[config.mk]
export PLATFORM = sky130hd
export DESIGN_NAME = cps15_mem_top
export DESIGN_NICKNAME = d
export VERILOG_FILES = /design/src/cps15_pkg.sv /design/src/cps15_dwnld_cfg.sv /design/src/cps15_dwnld_map.sv /design/src/cps15_slot_arb.sv /design/src/cps15_mem_top.sv
export SDC_FILE = /design/constraint.sdc
export NUM_CORES = 1
export LEC_CHECK = 0
export BUFFER_PORTS_ARGS = -buffer_cell sky130_fd_sc_hd__buf_4
export CELL_PAD_IN_SITES_DETAIL_PLACEMENT = 1
export CELL_PAD_IN_SITES_GLOBAL_PLACEMENT = 2
export CORE_ASPECT_RATIO = 1.25
export CORE_MARGIN = 1.5
export CORE_UTILIZATION = 34
export CTS_CLUSTER_SIZE = 8
export DETAILED_ROUTE_END_ITERATION = 10
export HOLD_SLACK_MARGIN = 0.02
export PLACE_DENSITY = 0.9
export SETUP_SLACK_MARGIN = 0.5
export SYNTH_ARGS = -nofsm -noshare
export SYNTH_HDL_FRONTEND = slang
export SYNTH_HIERARCHICAL = 1
export SYNTH_SLANG_ARGS = --single-unit
[constraint.sdc]
create_clock -name clk -period 11 [get_ports clk]
set_clock_uncertainty 0.1 [all_clocks]
set_input_delay 1.1 -clock clk [delete_from_list [all_inputs] [get_ports clk]]
set_output_delay 1.1 -clock clk [all_outputs]
set_load 0.02 [all_outputs]
[src/cps15_pkg.sv]
//========================================
// Shared constants for the CPS-1.5 memory side
// SDRAM offsets, banks, address widths, download header
// layout, slot indices and the SDRAM read word views
//========================================
package cps15_pkg;

    // Address widths
    localparam int SDRAM_AW = 22;   // SDRAM word address
    localparam int ROM_AW   = 21;   // Main ROM, word address
    localparam int RAM_AW   = 17;   // Work RAM and VRAM, word address
    localparam int SND_AW   = 19;   // Sound CPU ROM, byte address
    localparam int PCM_AW   = 20;   // QSound samples, byte address
    localparam int GFX_AW   = 22;   // Graphics ROM, word address

    // SDRAM word offsets of each region
    localparam logic [SDRAM_AW-1:0] SOUND_OFFSET = 22'h00_0000;
    localparam logic [SDRAM_AW-1:0] PCM_OFFSET   = 22'h10_0000;
    localparam logic [SDRAM_AW-1:0] RAM_OFFSET   = 22'h20_0000;
    localparam logic [SDRAM_AW-1:0] VRAM_OFFSET  = 22'h30_0000;
    localparam logic [SDRAM_AW-1:0] GFX_OFFSET   = 22'h00_0000;

    localparam logic [1:0] BANK_SND  = 2'd0;   // Sound, PCM, RAM and VRAM
    localparam logic [1:0] BANK_MAIN = 2'd1;   // Main CPU ROM
    localparam logic [1:0] BANK_GFX  = 2'd2;

    // Download stream header
    localparam int HEADER_LEN   = 3;    // Sound, PCM and GFX start bytes
    localparam int REGION_SHIFT = 16;   // One header unit is 64 KB

    typedef enum logic [1:0] {
        REG_MAIN,
        REG_SND,
        REG_PCM,
        REG_GFX
    } region_e;

    // Slot indices, lower index wins arbitration
    localparam int SLOT_N   = 5;
    localparam int SLOT_RAM = 0;
    localparam int SLOT_ROM = 1;
    localparam int SLOT_GFX = 2;
    localparam int SLOT_SND = 3;
    localparam int SLOT_PCM = 4;

    // One SDRAM read word
    // halves[0] is the word at the requested address, bytes[0] its low byte
    typedef union packed {
        logic [1:0][15:0] halves;
        logic [3:0][7:0]  bytes;
    } sdram_word_u;

endpackage

[src/cps15_dwnld_cfg.sv]
//========================================
// Download header registers
// Holds the sound, PCM and GFX start bytes and tells
// which region a file position falls in
//========================================
`timescale 1ns/1ps

module cps15_dwnld_cfg (
    input  logic               clk,
    input  logic               rst_n,
    input  logic               hdr_we,
    input  logic [1:0]         hdr_idx,
    input  logic [7:0]         hdr_data,
    input  logic [24:0]        file_pos,
    output cps15_pkg::region_e region,
    output logic [24:0]        region_start
);

    logic [7:0]  snd_hdr, pcm_hdr, gfx_hdr;
    logic [24:0] snd_start, pcm_start, gfx_start;

    // All ones until the header arrives, so everything maps to main
    always_ff @(posedge clk or negedge rst_n) begin
        if (!rst_n) begin
            snd_hdr <= 8'hff;
            pcm_hdr <= 8'hff;
            gfx_hdr <= 8'hff;
        end else if (hdr_we) begin
            case (hdr_idx)
                2'd0:    snd_hdr <= hdr_data;
                2'd1:    pcm_hdr <= hdr_data;
                2'd2:    gfx_hdr <= hdr_data;
                default: ;
            endcase
        end
    end

    // Byte positions of each region start
    assign snd_start = 25'(snd_hdr) << cps15_pkg::REGION_SHIFT;
    assign pcm_start = 25'(pcm_hdr) << cps15_pkg::REGION_SHIFT;
    assign gfx_start = 25'(gfx_hdr) << cps15_pkg::REGION_SHIFT;

    always_comb begin
        if (file_pos < snd_start) begin
            region       = cps15_pkg::REG_MAIN;
            region_start = '0;
        end else if (file_pos < pcm_start) begin
            region       = cps15_pkg::REG_SND;
            region_start = snd_start;
        end else if (file_pos < gfx_start) begin
            region       = cps15_pkg::REG_PCM;
            region_start = pcm_start;
        end else begin
            region       = cps15_pkg::REG_GFX;
            region_start = gfx_start;
        end
    end

endmodule

[src/cps15_dwnld_map.sv]
//========================================
// Loader byte stream to SDRAM programming writes
// Header bytes go to the config block, data bytes come
// out one cycle later with address, bank and byte mask
//========================================
`timescale 1ns/1ps

module cps15_dwnld_map (
    input  logic               clk,
    input  logic               rst_n,
    input  logic               downloading,
    input  logic [24:0]        ioctl_addr,
    input  logic [7:0]         ioctl_data,
    input  logic               ioctl_wr,
    input  cps15_pkg::region_e region,
    input  logic [24:0]        region_start,
    output logic               hdr_we,
    output logic [1:0]         hdr_idx,
    output logic [7:0]         hdr_data,
    output logic [24:0]        file_pos,
    output logic [21:0]        prog_addr,
    output logic [7:0]         prog_data,
    output logic [1:0]         prog_mask,
    output logic [1:0]         prog_bank,
    output logic               prog_we
);

    logic        in_hdr;
    logic        data_wr;
    logic [22:0] rel_pos;   // Byte position inside the region
    logic [21:0] base;
    logic [1:0]  bank;

    assign in_hdr   = ioctl_addr < 25'(cps15_pkg::HEADER_LEN);
    assign hdr_we   = downloading & ioctl_wr & in_hdr;
    assign hdr_idx  = ioctl_addr[1:0];
    assign hdr_data = ioctl_data;
    assign data_wr  = downloading & ioctl_wr & ~in_hdr;

    assign file_pos = ioctl_addr - 25'(cps15_pkg::HEADER_LEN);
    assign rel_pos  = 23'(file_pos - region_start);

    always_comb begin
        case (region)
            cps15_pkg::REG_SND: begin
                base = cps15_pkg::SOUND_OFFSET;
                bank = cps15_pkg::BANK_SND;
            end
            cps15_pkg::REG_PCM: begin
                base = cps15_pkg::PCM_OFFSET;
                bank = cps15_pkg::BANK_SND;
            end
            cps15_pkg::REG_GFX: begin
                base = cps15_pkg::GFX_OFFSET;
                bank = cps15_pkg::BANK_GFX;
            end
            default: begin          // Main CPU ROM starts at word zero
                base = '0;
                bank = cps15_pkg::BANK_MAIN;
            end
        endcase
    end

    always_ff @(posedge clk or negedge rst_n) begin
        if (!rst_n) begin
            prog_we <= 1'b0;
        end else begin
            prog_we <= data_wr;
        end
    end

    // Regions start on 64 KB, so bit 0 is the byte lane in the word
    always_ff @(posedge clk) begin
        if (data_wr) begin
            prog_addr <= base + rel_pos[22:1];
            prog_bank <= bank;
            prog_mask <= rel_pos[0] ? 2'b01 : 2'b10;   // Active low
            prog_data <= ioctl_data;
        end
    end

endmodule

[src/cps15_slot_arb.sv]
//========================================
// SDRAM slot multiplexer for five requesters
// Fixed priority by slot index, one SDRAM access at a time,
// read data cut to each requester's width
//========================================
`timescale 1ns/1ps

module cps15_slot_arb (
    input  logic        clk,
    input  logic        rst_n,
    input  logic        downloading,
    // Main CPU RAM and VRAM
    input  logic        main_ram_cs,
    input  logic        main_vram_cs,
    input  logic        main_rnw,
    input  logic [cps15_pkg::RAM_AW-1:0] main_ram_addr,
    input  logic [15:0] main_dout,
    input  logic [1:0]  dsn,
    output logic [15:0] main_ram_data,
    output logic        main_ram_ok,
    // Main CPU ROM
    input  logic        main_rom_cs,
    input  logic [cps15_pkg::ROM_AW-1:0] main_rom_addr,
    output logic [15:0] main_rom_data,
    output logic        main_rom_ok,
    // Graphics ROM
    input  logic        gfx_cs,
    input  logic [cps15_pkg::GFX_AW-1:0] gfx_addr,
    output logic [31:0] gfx_data,
    output logic        gfx_ok,
    // Sound CPU ROM and QSound samples
    input  logic        snd_cs,
    input  logic [cps15_pkg::SND_AW-1:0] snd_addr,
    output logic [7:0]  snd_data,
    output logic        snd_ok,
    input  logic        pcm_cs,
    input  logic [cps15_pkg::PCM_AW-1:0] pcm_addr,
    output logic [7:0]  pcm_data,
    output logic        pcm_ok,
    // SDRAM controller
    input  logic        sdram_ack,
    input  logic        data_rdy,
    input  logic [31:0] data_read,
    output logic        sdram_req,
    output logic [21:0] sdram_addr,
    output logic [1:0]  sdram_bank,
    output logic        sdram_rnw,
    output logic [1:0]  sdram_wrmask,
    output logic [15:0] data_write
);

    logic [cps15_pkg::SLOT_N-1:0]   cs_vec, gnt_nxt, gnt, ok_q;
    logic [cps15_pkg::SDRAM_AW-1:0] ram_wa, rom_wa, snd_wa, pcm_wa;
    logic [cps15_pkg::SDRAM_AW-1:0] ram_offset, req_addr;
    logic [1:0]                     req_bank;
    logic                           req_lane, lane;
    logic                           wait_data;     // Acked, data pending
    logic                           start;
    logic                           rd_done;
    cps15_pkg::sdram_word_u         rd_word;

    assign cs_vec[cps15_pkg::SLOT_RAM] = main_ram_cs | main_vram_cs;
    assign cs_vec[cps15_pkg::SLOT_ROM] = main_rom_cs;
    assign cs_vec[cps15_pkg::SLOT_GFX] = gfx_cs;
    assign cs_vec[cps15_pkg::SLOT_SND] = snd_cs;
    assign cs_vec[cps15_pkg::SLOT_PCM] = pcm_cs;

    assign gnt_nxt = cs_vec & -cs_vec;     // Lowest set index wins

    // Idle, not downloading, and not in the ok cycle
    assign start   = ~sdram_req & ~wait_data & ~downloading & ~(|ok_q) & (|cs_vec);
    assign rd_done = wait_data & data_rdy;

    // Word addresses widened to SDRAM size, byte slots drop bit 0
    assign ram_wa = {{(cps15_pkg::SDRAM_AW - cps15_pkg::RAM_AW){1'b0}}, main_ram_addr};
    assign rom_wa = {{(cps15_pkg::SDRAM_AW - cps15_pkg::ROM_AW){1'b0}}, main_rom_addr};
    assign snd_wa = {{(cps15_pkg::SDRAM_AW - cps15_pkg::SND_AW + 1){1'b0}},
                     snd_addr[cps15_pkg::SND_AW-1:1]};
    assign pcm_wa = {{(cps15_pkg::SDRAM_AW - cps15_pkg::PCM_AW + 1){1'b0}},
                     pcm_addr[cps15_pkg::PCM_AW-1:1]};

    // RAM select wins over VRAM
    assign ram_offset = (main_vram_cs & ~main_ram_cs) ? cps15_pkg::VRAM_OFFSET
                                                      : cps15_pkg::RAM_OFFSET;

    always_comb begin
        req_addr = ram_offset + ram_wa;
        req_bank = cps15_pkg::BANK_SND;
        req_lane = 1'b0;
        if (gnt_nxt[cps15_pkg::SLOT_ROM]) begin
            req_addr = rom_wa;                      // No offset in bank 1
            req_bank = cps15_pkg::BANK_MAIN;
        end else if (gnt_nxt[cps15_pkg::SLOT_GFX]) begin
            req_addr = cps15_pkg::GFX_OFFSET + gfx_addr;
            req_bank = cps15_pkg::BANK_GFX;
        end else if (gnt_nxt[cps15_pkg::SLOT_SND]) begin
            req_addr = cps15_pkg::SOUND_OFFSET + snd_wa;
            req_lane = snd_addr[0];
        end else if (gnt_nxt[cps15_pkg::SLOT_PCM]) begin
            req_addr = cps15_pkg::PCM_OFFSET + pcm_wa;
            req_lane = pcm_addr[0];
        end
    end

    // Request, wait for ack, wait for data
    always_ff @(posedge clk or negedge rst_n) begin
        if (!rst_n) begin
            sdram_req <= 1'b0;
            wait_data <= 1'b0;
            gnt       <= '0;
            ok_q      <= '0;
        end else begin
            ok_q <= '0;
            if (start) begin
                sdram_req <= 1'b1;
                gnt       <= gnt_nxt;
            end else if (sdram_req && sdram_ack) begin
                sdram_req <= 1'b0;
                wait_data <= 1'b1;
            end else if (rd_done) begin
                wait_data <= 1'b0;
                ok_q      <= gnt;   // One-cycle ok to the granted slot
            end
        end
    end

    // Held stable until the ack
    always_ff @(posedge clk) begin
        if (start) begin
            sdram_addr   <= req_addr;
            sdram_bank   <= req_bank;
            lane         <= req_lane;
            sdram_rnw    <= ~gnt_nxt[cps15_pkg::SLOT_RAM] | main_rnw;
            sdram_wrmask <= gnt_nxt[cps15_pkg::SLOT_RAM] ? dsn : 2'b11;
            data_write   <= main_dout;
        end
    end

    assign rd_word = data_read;

    always_ff @(posedge clk) begin
        if (rd_done) begin
            if (gnt[cps15_pkg::SLOT_RAM]) main_ram_data <= rd_word.halves[0];
            if (gnt[cps15_pkg::SLOT_ROM]) main_rom_data <= rd_word.halves[0];
            if (gnt[cps15_pkg::SLOT_GFX]) gfx_data      <= rd_word;
            if (gnt[cps15_pkg::SLOT_SND]) snd_data      <= rd_word.bytes[{1'b0, lane}];
            if (gnt[cps15_pkg::SLOT_PCM]) pcm_data      <= rd_word.bytes[{1'b0, lane}];
        end
    end

    assign main_ram_ok = ok_q[cps15_pkg::SLOT_RAM];
    assign main_rom_ok = ok_q[cps15_pkg::SLOT_ROM];
    assign gfx_ok      = ok_q[cps15_pkg::SLOT_GFX];
    assign snd_ok      = ok_q[cps15_pkg::SLOT_SND];
    assign pcm_ok      = ok_q[cps15_pkg::SLOT_PCM];

endmodule

[src/cps15_mem_top.sv]
//========================================
// Memory side of the CPS-1.5 board
// Loader bytes go to SDRAM programming writes and
// the five CPU/video requesters share the SDRAM
//========================================
`timescale 1ns/1ps

module cps15_mem_top (
    input  logic        clk,
    input  logic        rst_n,
    // ROM download
    input  logic        downloading,
    input  logic [24:0] ioctl_addr,
    input  logic [7:0]  ioctl_data,
    input  logic        ioctl_wr,
    output logic [21:0] prog_addr,
    output logic [7:0]  prog_data,
    output logic [1:0]  prog_mask,
    output logic [1:0]  prog_bank,
    output logic        prog_we,
    // Main CPU RAM and VRAM
    input  logic        main_ram_cs,
    input  logic        main_vram_cs,
    input  logic        main_rnw,
    input  logic [cps15_pkg::RAM_AW-1:0] main_ram_addr,
    input  logic [15:0] main_dout,
    input  logic [1:0]  dsn,
    output logic [15:0] main_ram_data,
    output logic        main_ram_ok,
    // Main CPU ROM
    input  logic        main_rom_cs,
    input  logic [cps15_pkg::ROM_AW-1:0] main_rom_addr,
    output logic [15:0] main_rom_data,
    output logic        main_rom_ok,
    // Graphics ROM
    input  logic        gfx_cs,
    input  logic [cps15_pkg::GFX_AW-1:0] gfx_addr,
    output logic [31:0] gfx_data,
    output logic        gfx_ok,
    // Sound CPU ROM and QSound samples
    input  logic        snd_cs,
    input  logic [cps15_pkg::SND_AW-1:0] snd_addr,
    output logic [7:0]  snd_data,
    output logic        snd_ok,
    input  logic        pcm_cs,
    input  logic [cps15_pkg::PCM_AW-1:0] pcm_addr,
    output logic [7:0]  pcm_data,
    output logic        pcm_ok,
    // SDRAM controller
    input  logic        sdram_ack,
    input  logic        data_rdy,
    input  logic [31:0] data_read,
    output logic        sdram_req,
    output logic [21:0] sdram_addr,
    output logic [1:0]  sdram_bank,
    output logic        sdram_rnw,
    output logic [1:0]  sdram_wrmask,
    output logic [15:0] data_write
);

    logic                hdr_we;
    logic [1:0]          hdr_idx;
    logic [7:0]          hdr_data;
    logic [24:0]         file_pos;      // Stream position past the header
    logic [24:0]         region_start;
    cps15_pkg::region_e  region;

    cps15_dwnld_map i_dwnld_map (.*);

    cps15_dwnld_cfg i_dwnld_cfg (.*);

    cps15_slot_arb i_slot_arb (.*);

endmodule

==> metrics.yaml <==
clockBufferDepth: 2
clk-insertion-delay-late_ns: 0.44
cts_tree: "built"
r2r-end: "i_dwnld_map/prog_addr[21]$_DFFE_PP_"
total_power_uw: 2020
first_iter_violations: 204
hold_path_end: "i_dwnld_cfg/snd_hdr[7]$_DFFE_PN1P_"
rrSetupSlack_ns: 6.53
drive_above_1_share_pct: 40.4
dp_hpwl_um: 24500
crit_type: "primary input to flop"
slowest_delay_ns: 0.71
grt_pass1_vias: 8225
hp-class: "flop to flop"
slew_headroom_pct: 20.2
tightest_slew_ns: 1.19
num_vias: 7525
die_h_um: 194
diodes: 0
yosysWarnings: 6
grt_max_degree: 45
synth.avg_cell_area_um2: 12.3
vdd_ir_drop_max_mv: 0.0826
nNetsFinal: 1388
antenna_found_initial: 0
num-fill-cells: 3064
setup_tns_ns: 0
min-delay-start: "i_dwnld_cfg/snd_hdr[7]$_DFFE_PN1P_"
start_kind: "primary input"
die-width_um: 155
min_period_ns: 6.69
netlist_area_mm2: 0.00987
grt.total_usage_pct: 20.8
max_freq_ghz: 0.149
cp.required_ns: 11.08
wire_per_inst_um: 20.4
cts_resized: 0
route.detailed.drc: 0
hold_viol: 0
cts_sinks: 195
ios: 359
worstSetupEndpointType: "flop"
seq_area_mm2: 0.00570
holdBufCountCts: 0
min_delay_path_depth: 2
worst_path_max_delay_cell: "a2111oi_0"
synth_cells: 801
setup_viol: 0
gp_congestion: 0.856
worstPathArrival_ns: 6.77
placed_area_mm2: 0.0128
maxCapViolCount: 0
io_buffer_count: 358
area_growth_pct: 35.4
status: "completed"
dieArea_mm2: 0.0301
worst-r2r-cell-count: 19
postLayoutCellArea_mm2: 0.0134
rr_startpoint: "i_dwnld_cfg/pcm_hdr[2]$_DFFE_PN1P_"
clockRootBuffer: "clkbuf_16"
power_density_mw_per_mm2: 151
path_cells: "buf_4 -> a2111oi_0 -> nand2b_1 -> or3_4 -> or2_4 -> nor3_2 -> xor2_1 -> ha_1 -> o2111ai_1 -> o31ai_4 -> nor2_1 -> a311oi_1 -> inv_1 -> ha_1 -> a21o_1 -> a21o_1 -> a21oi_1 -> nand3b_1 -> o21ai_1 -> xnor2_1 -> ha_1 -> xor2_1 -> xnor2_1 -> xnor2_1"
cts_setup_buffers: 0
htreeDepth: 4
p_leak_uw: 0.00564
grt_pass1_wl_um: 47400
path_max_fanout: 16
grt_overflow: 0
drt_first_pass_iters: 4
drv_slew: 0
wl_um: 30900
cts_buffers: 17
core_area_mm2: 0.0285
initial_core_util_pct: 34.7
multi_input_area_mm2: 0.00370
clk_pin_slew_ns: 0.07
min_period_over_period_pct: 60.8
ant_nets: 0
core.rowCount: 69
viasPerCell: 4.97
rsz0062_at_grt: "false"
[worst max-delay path, delay by kind of cell]
kind                       cells  cell delay [ns]
adders and majority gates      3             0.82
AOI/OAI and AO/OA              8             2.48
and+or+nand+nor                6             1.32
xor gates and xnor gates       5             0.83
buffers and inverters          2             0.23
[state kept, by name, indices dropped and copies added, names as in the netlist, 2 cells and up]
signal	count
i_slot_arb/sdram_bank	2
i_dwnld_map/prog_mask	2
i_slot_arb/main_rom_data	16
i_slot_arb/gnt	5
i_dwnld_cfg/pcm_hdr	8
i_slot_arb/main_ram_data	16
i_slot_arb/ok_q	5
i_dwnld_cfg/snd_hdr	8
i_slot_arb/snd_data	8
i_dwnld_map/prog_bank	2
i_slot_arb/sdram_wrmask	2
i_slot_arb/sdram_addr	22
i_dwnld_map/prog_addr	22
i_dwnld_map/prog_data	8
i_dwnld_cfg/gfx_hdr	8
i_slot_arb/data_write	16
i_slot_arb/pcm_data	8
i_slot_arb/gfx_data	32
[how the worst max path moves through the flow]
stage / start / endpoint / slack, ns / depth (start not counted)
final: ioctl_addr[1] / i_dwnld_map/prog_addr[21]$_DFFE_PP_ / 4.31 / 24
after floorplan: ioctl_addr[14] / i_dwnld_map/prog_addr[21]$_DFFE_PP_ / 4.63 / 25
after global routing: ioctl_addr[1] / i_dwnld_map/prog_addr[21]$_DFFE_PP_ / 3.75 / 24
after CTS: ioctl_addr[1] / i_dwnld_map/prog_addr[21]$_DFFE_PP_ / 4.35 / 24
after global placement: ioctl_addr[1] / i_dwnld_map/prog_addr[21]$_DFFE_PP_ / 3.92 / 24
after detailed placement: ioctl_addr[1] / i_dwnld_map/prog_addr[21]$_DFFE_PP_ / 3.88 / 23
[layout by cell type (no fill, tap or decap), types with 17 or more instances in the layout]
cell type / count
o21ai_0: 48
mux2_2: 29
xnor2_1: 22
ha_1: 45
dfstp_2: 24
buf_4: 363
clkbuf_16: 17
xor2_1: 20
inv_1: 50
mux2i_1: 17
nand2_1: 71
a22oi_1: 19
nor2_1: 34
a21oi_1: 23
edfxtp_1: 158
[area by class of cell]
class                           instances  area share [%]
Clock buffer                           17            3.18
Clock inverter                         15            1.29
Inverter                               52            1.46
Multi-Input combinational cell        518            27.7
Sequential cell                       195            42.6
Tap cell                              355            3.32
Timing Repair Buffer                  363            20.4
[per-layer routing]
layer	global-route usage [%]	vias up	wire [um]
met4	6.63	0	571
met5	0	-	0
met3	4.57	33	1520
met2	39.7	223	17100
met1	22.5	3670	11600
li1	-	3599	-
[where the power goes]
group          switching [uW]  internal, uW  total, uW
logic                     262           190        452
clock network             313           324        637
registers                32.8           897        930
[per-stage QoR]
| step | setup slack [ns] | hold WS [ns] | cells | utilization (%) |
|---|---|---|---|---|
| 6_report | 4.31 | 0.404 | 1515 | 46.9 |
| 2_1_floorplan | 4.63 | 0.363 | 816 | - |
| 5_1_grt | 3.75 | 0.438 | 1515 | 46.9 |
| 3_5_place_dp | 3.88 | 0.394 | 1483 | 44.8 |
| 4_1_cts | 4.35 | 0.410 | 1515 | 46.9 |
| 3_3_place_gp | 3.92 | 0.385 | 1483 | 44.8 |
(Power assumes the default switching activity.)
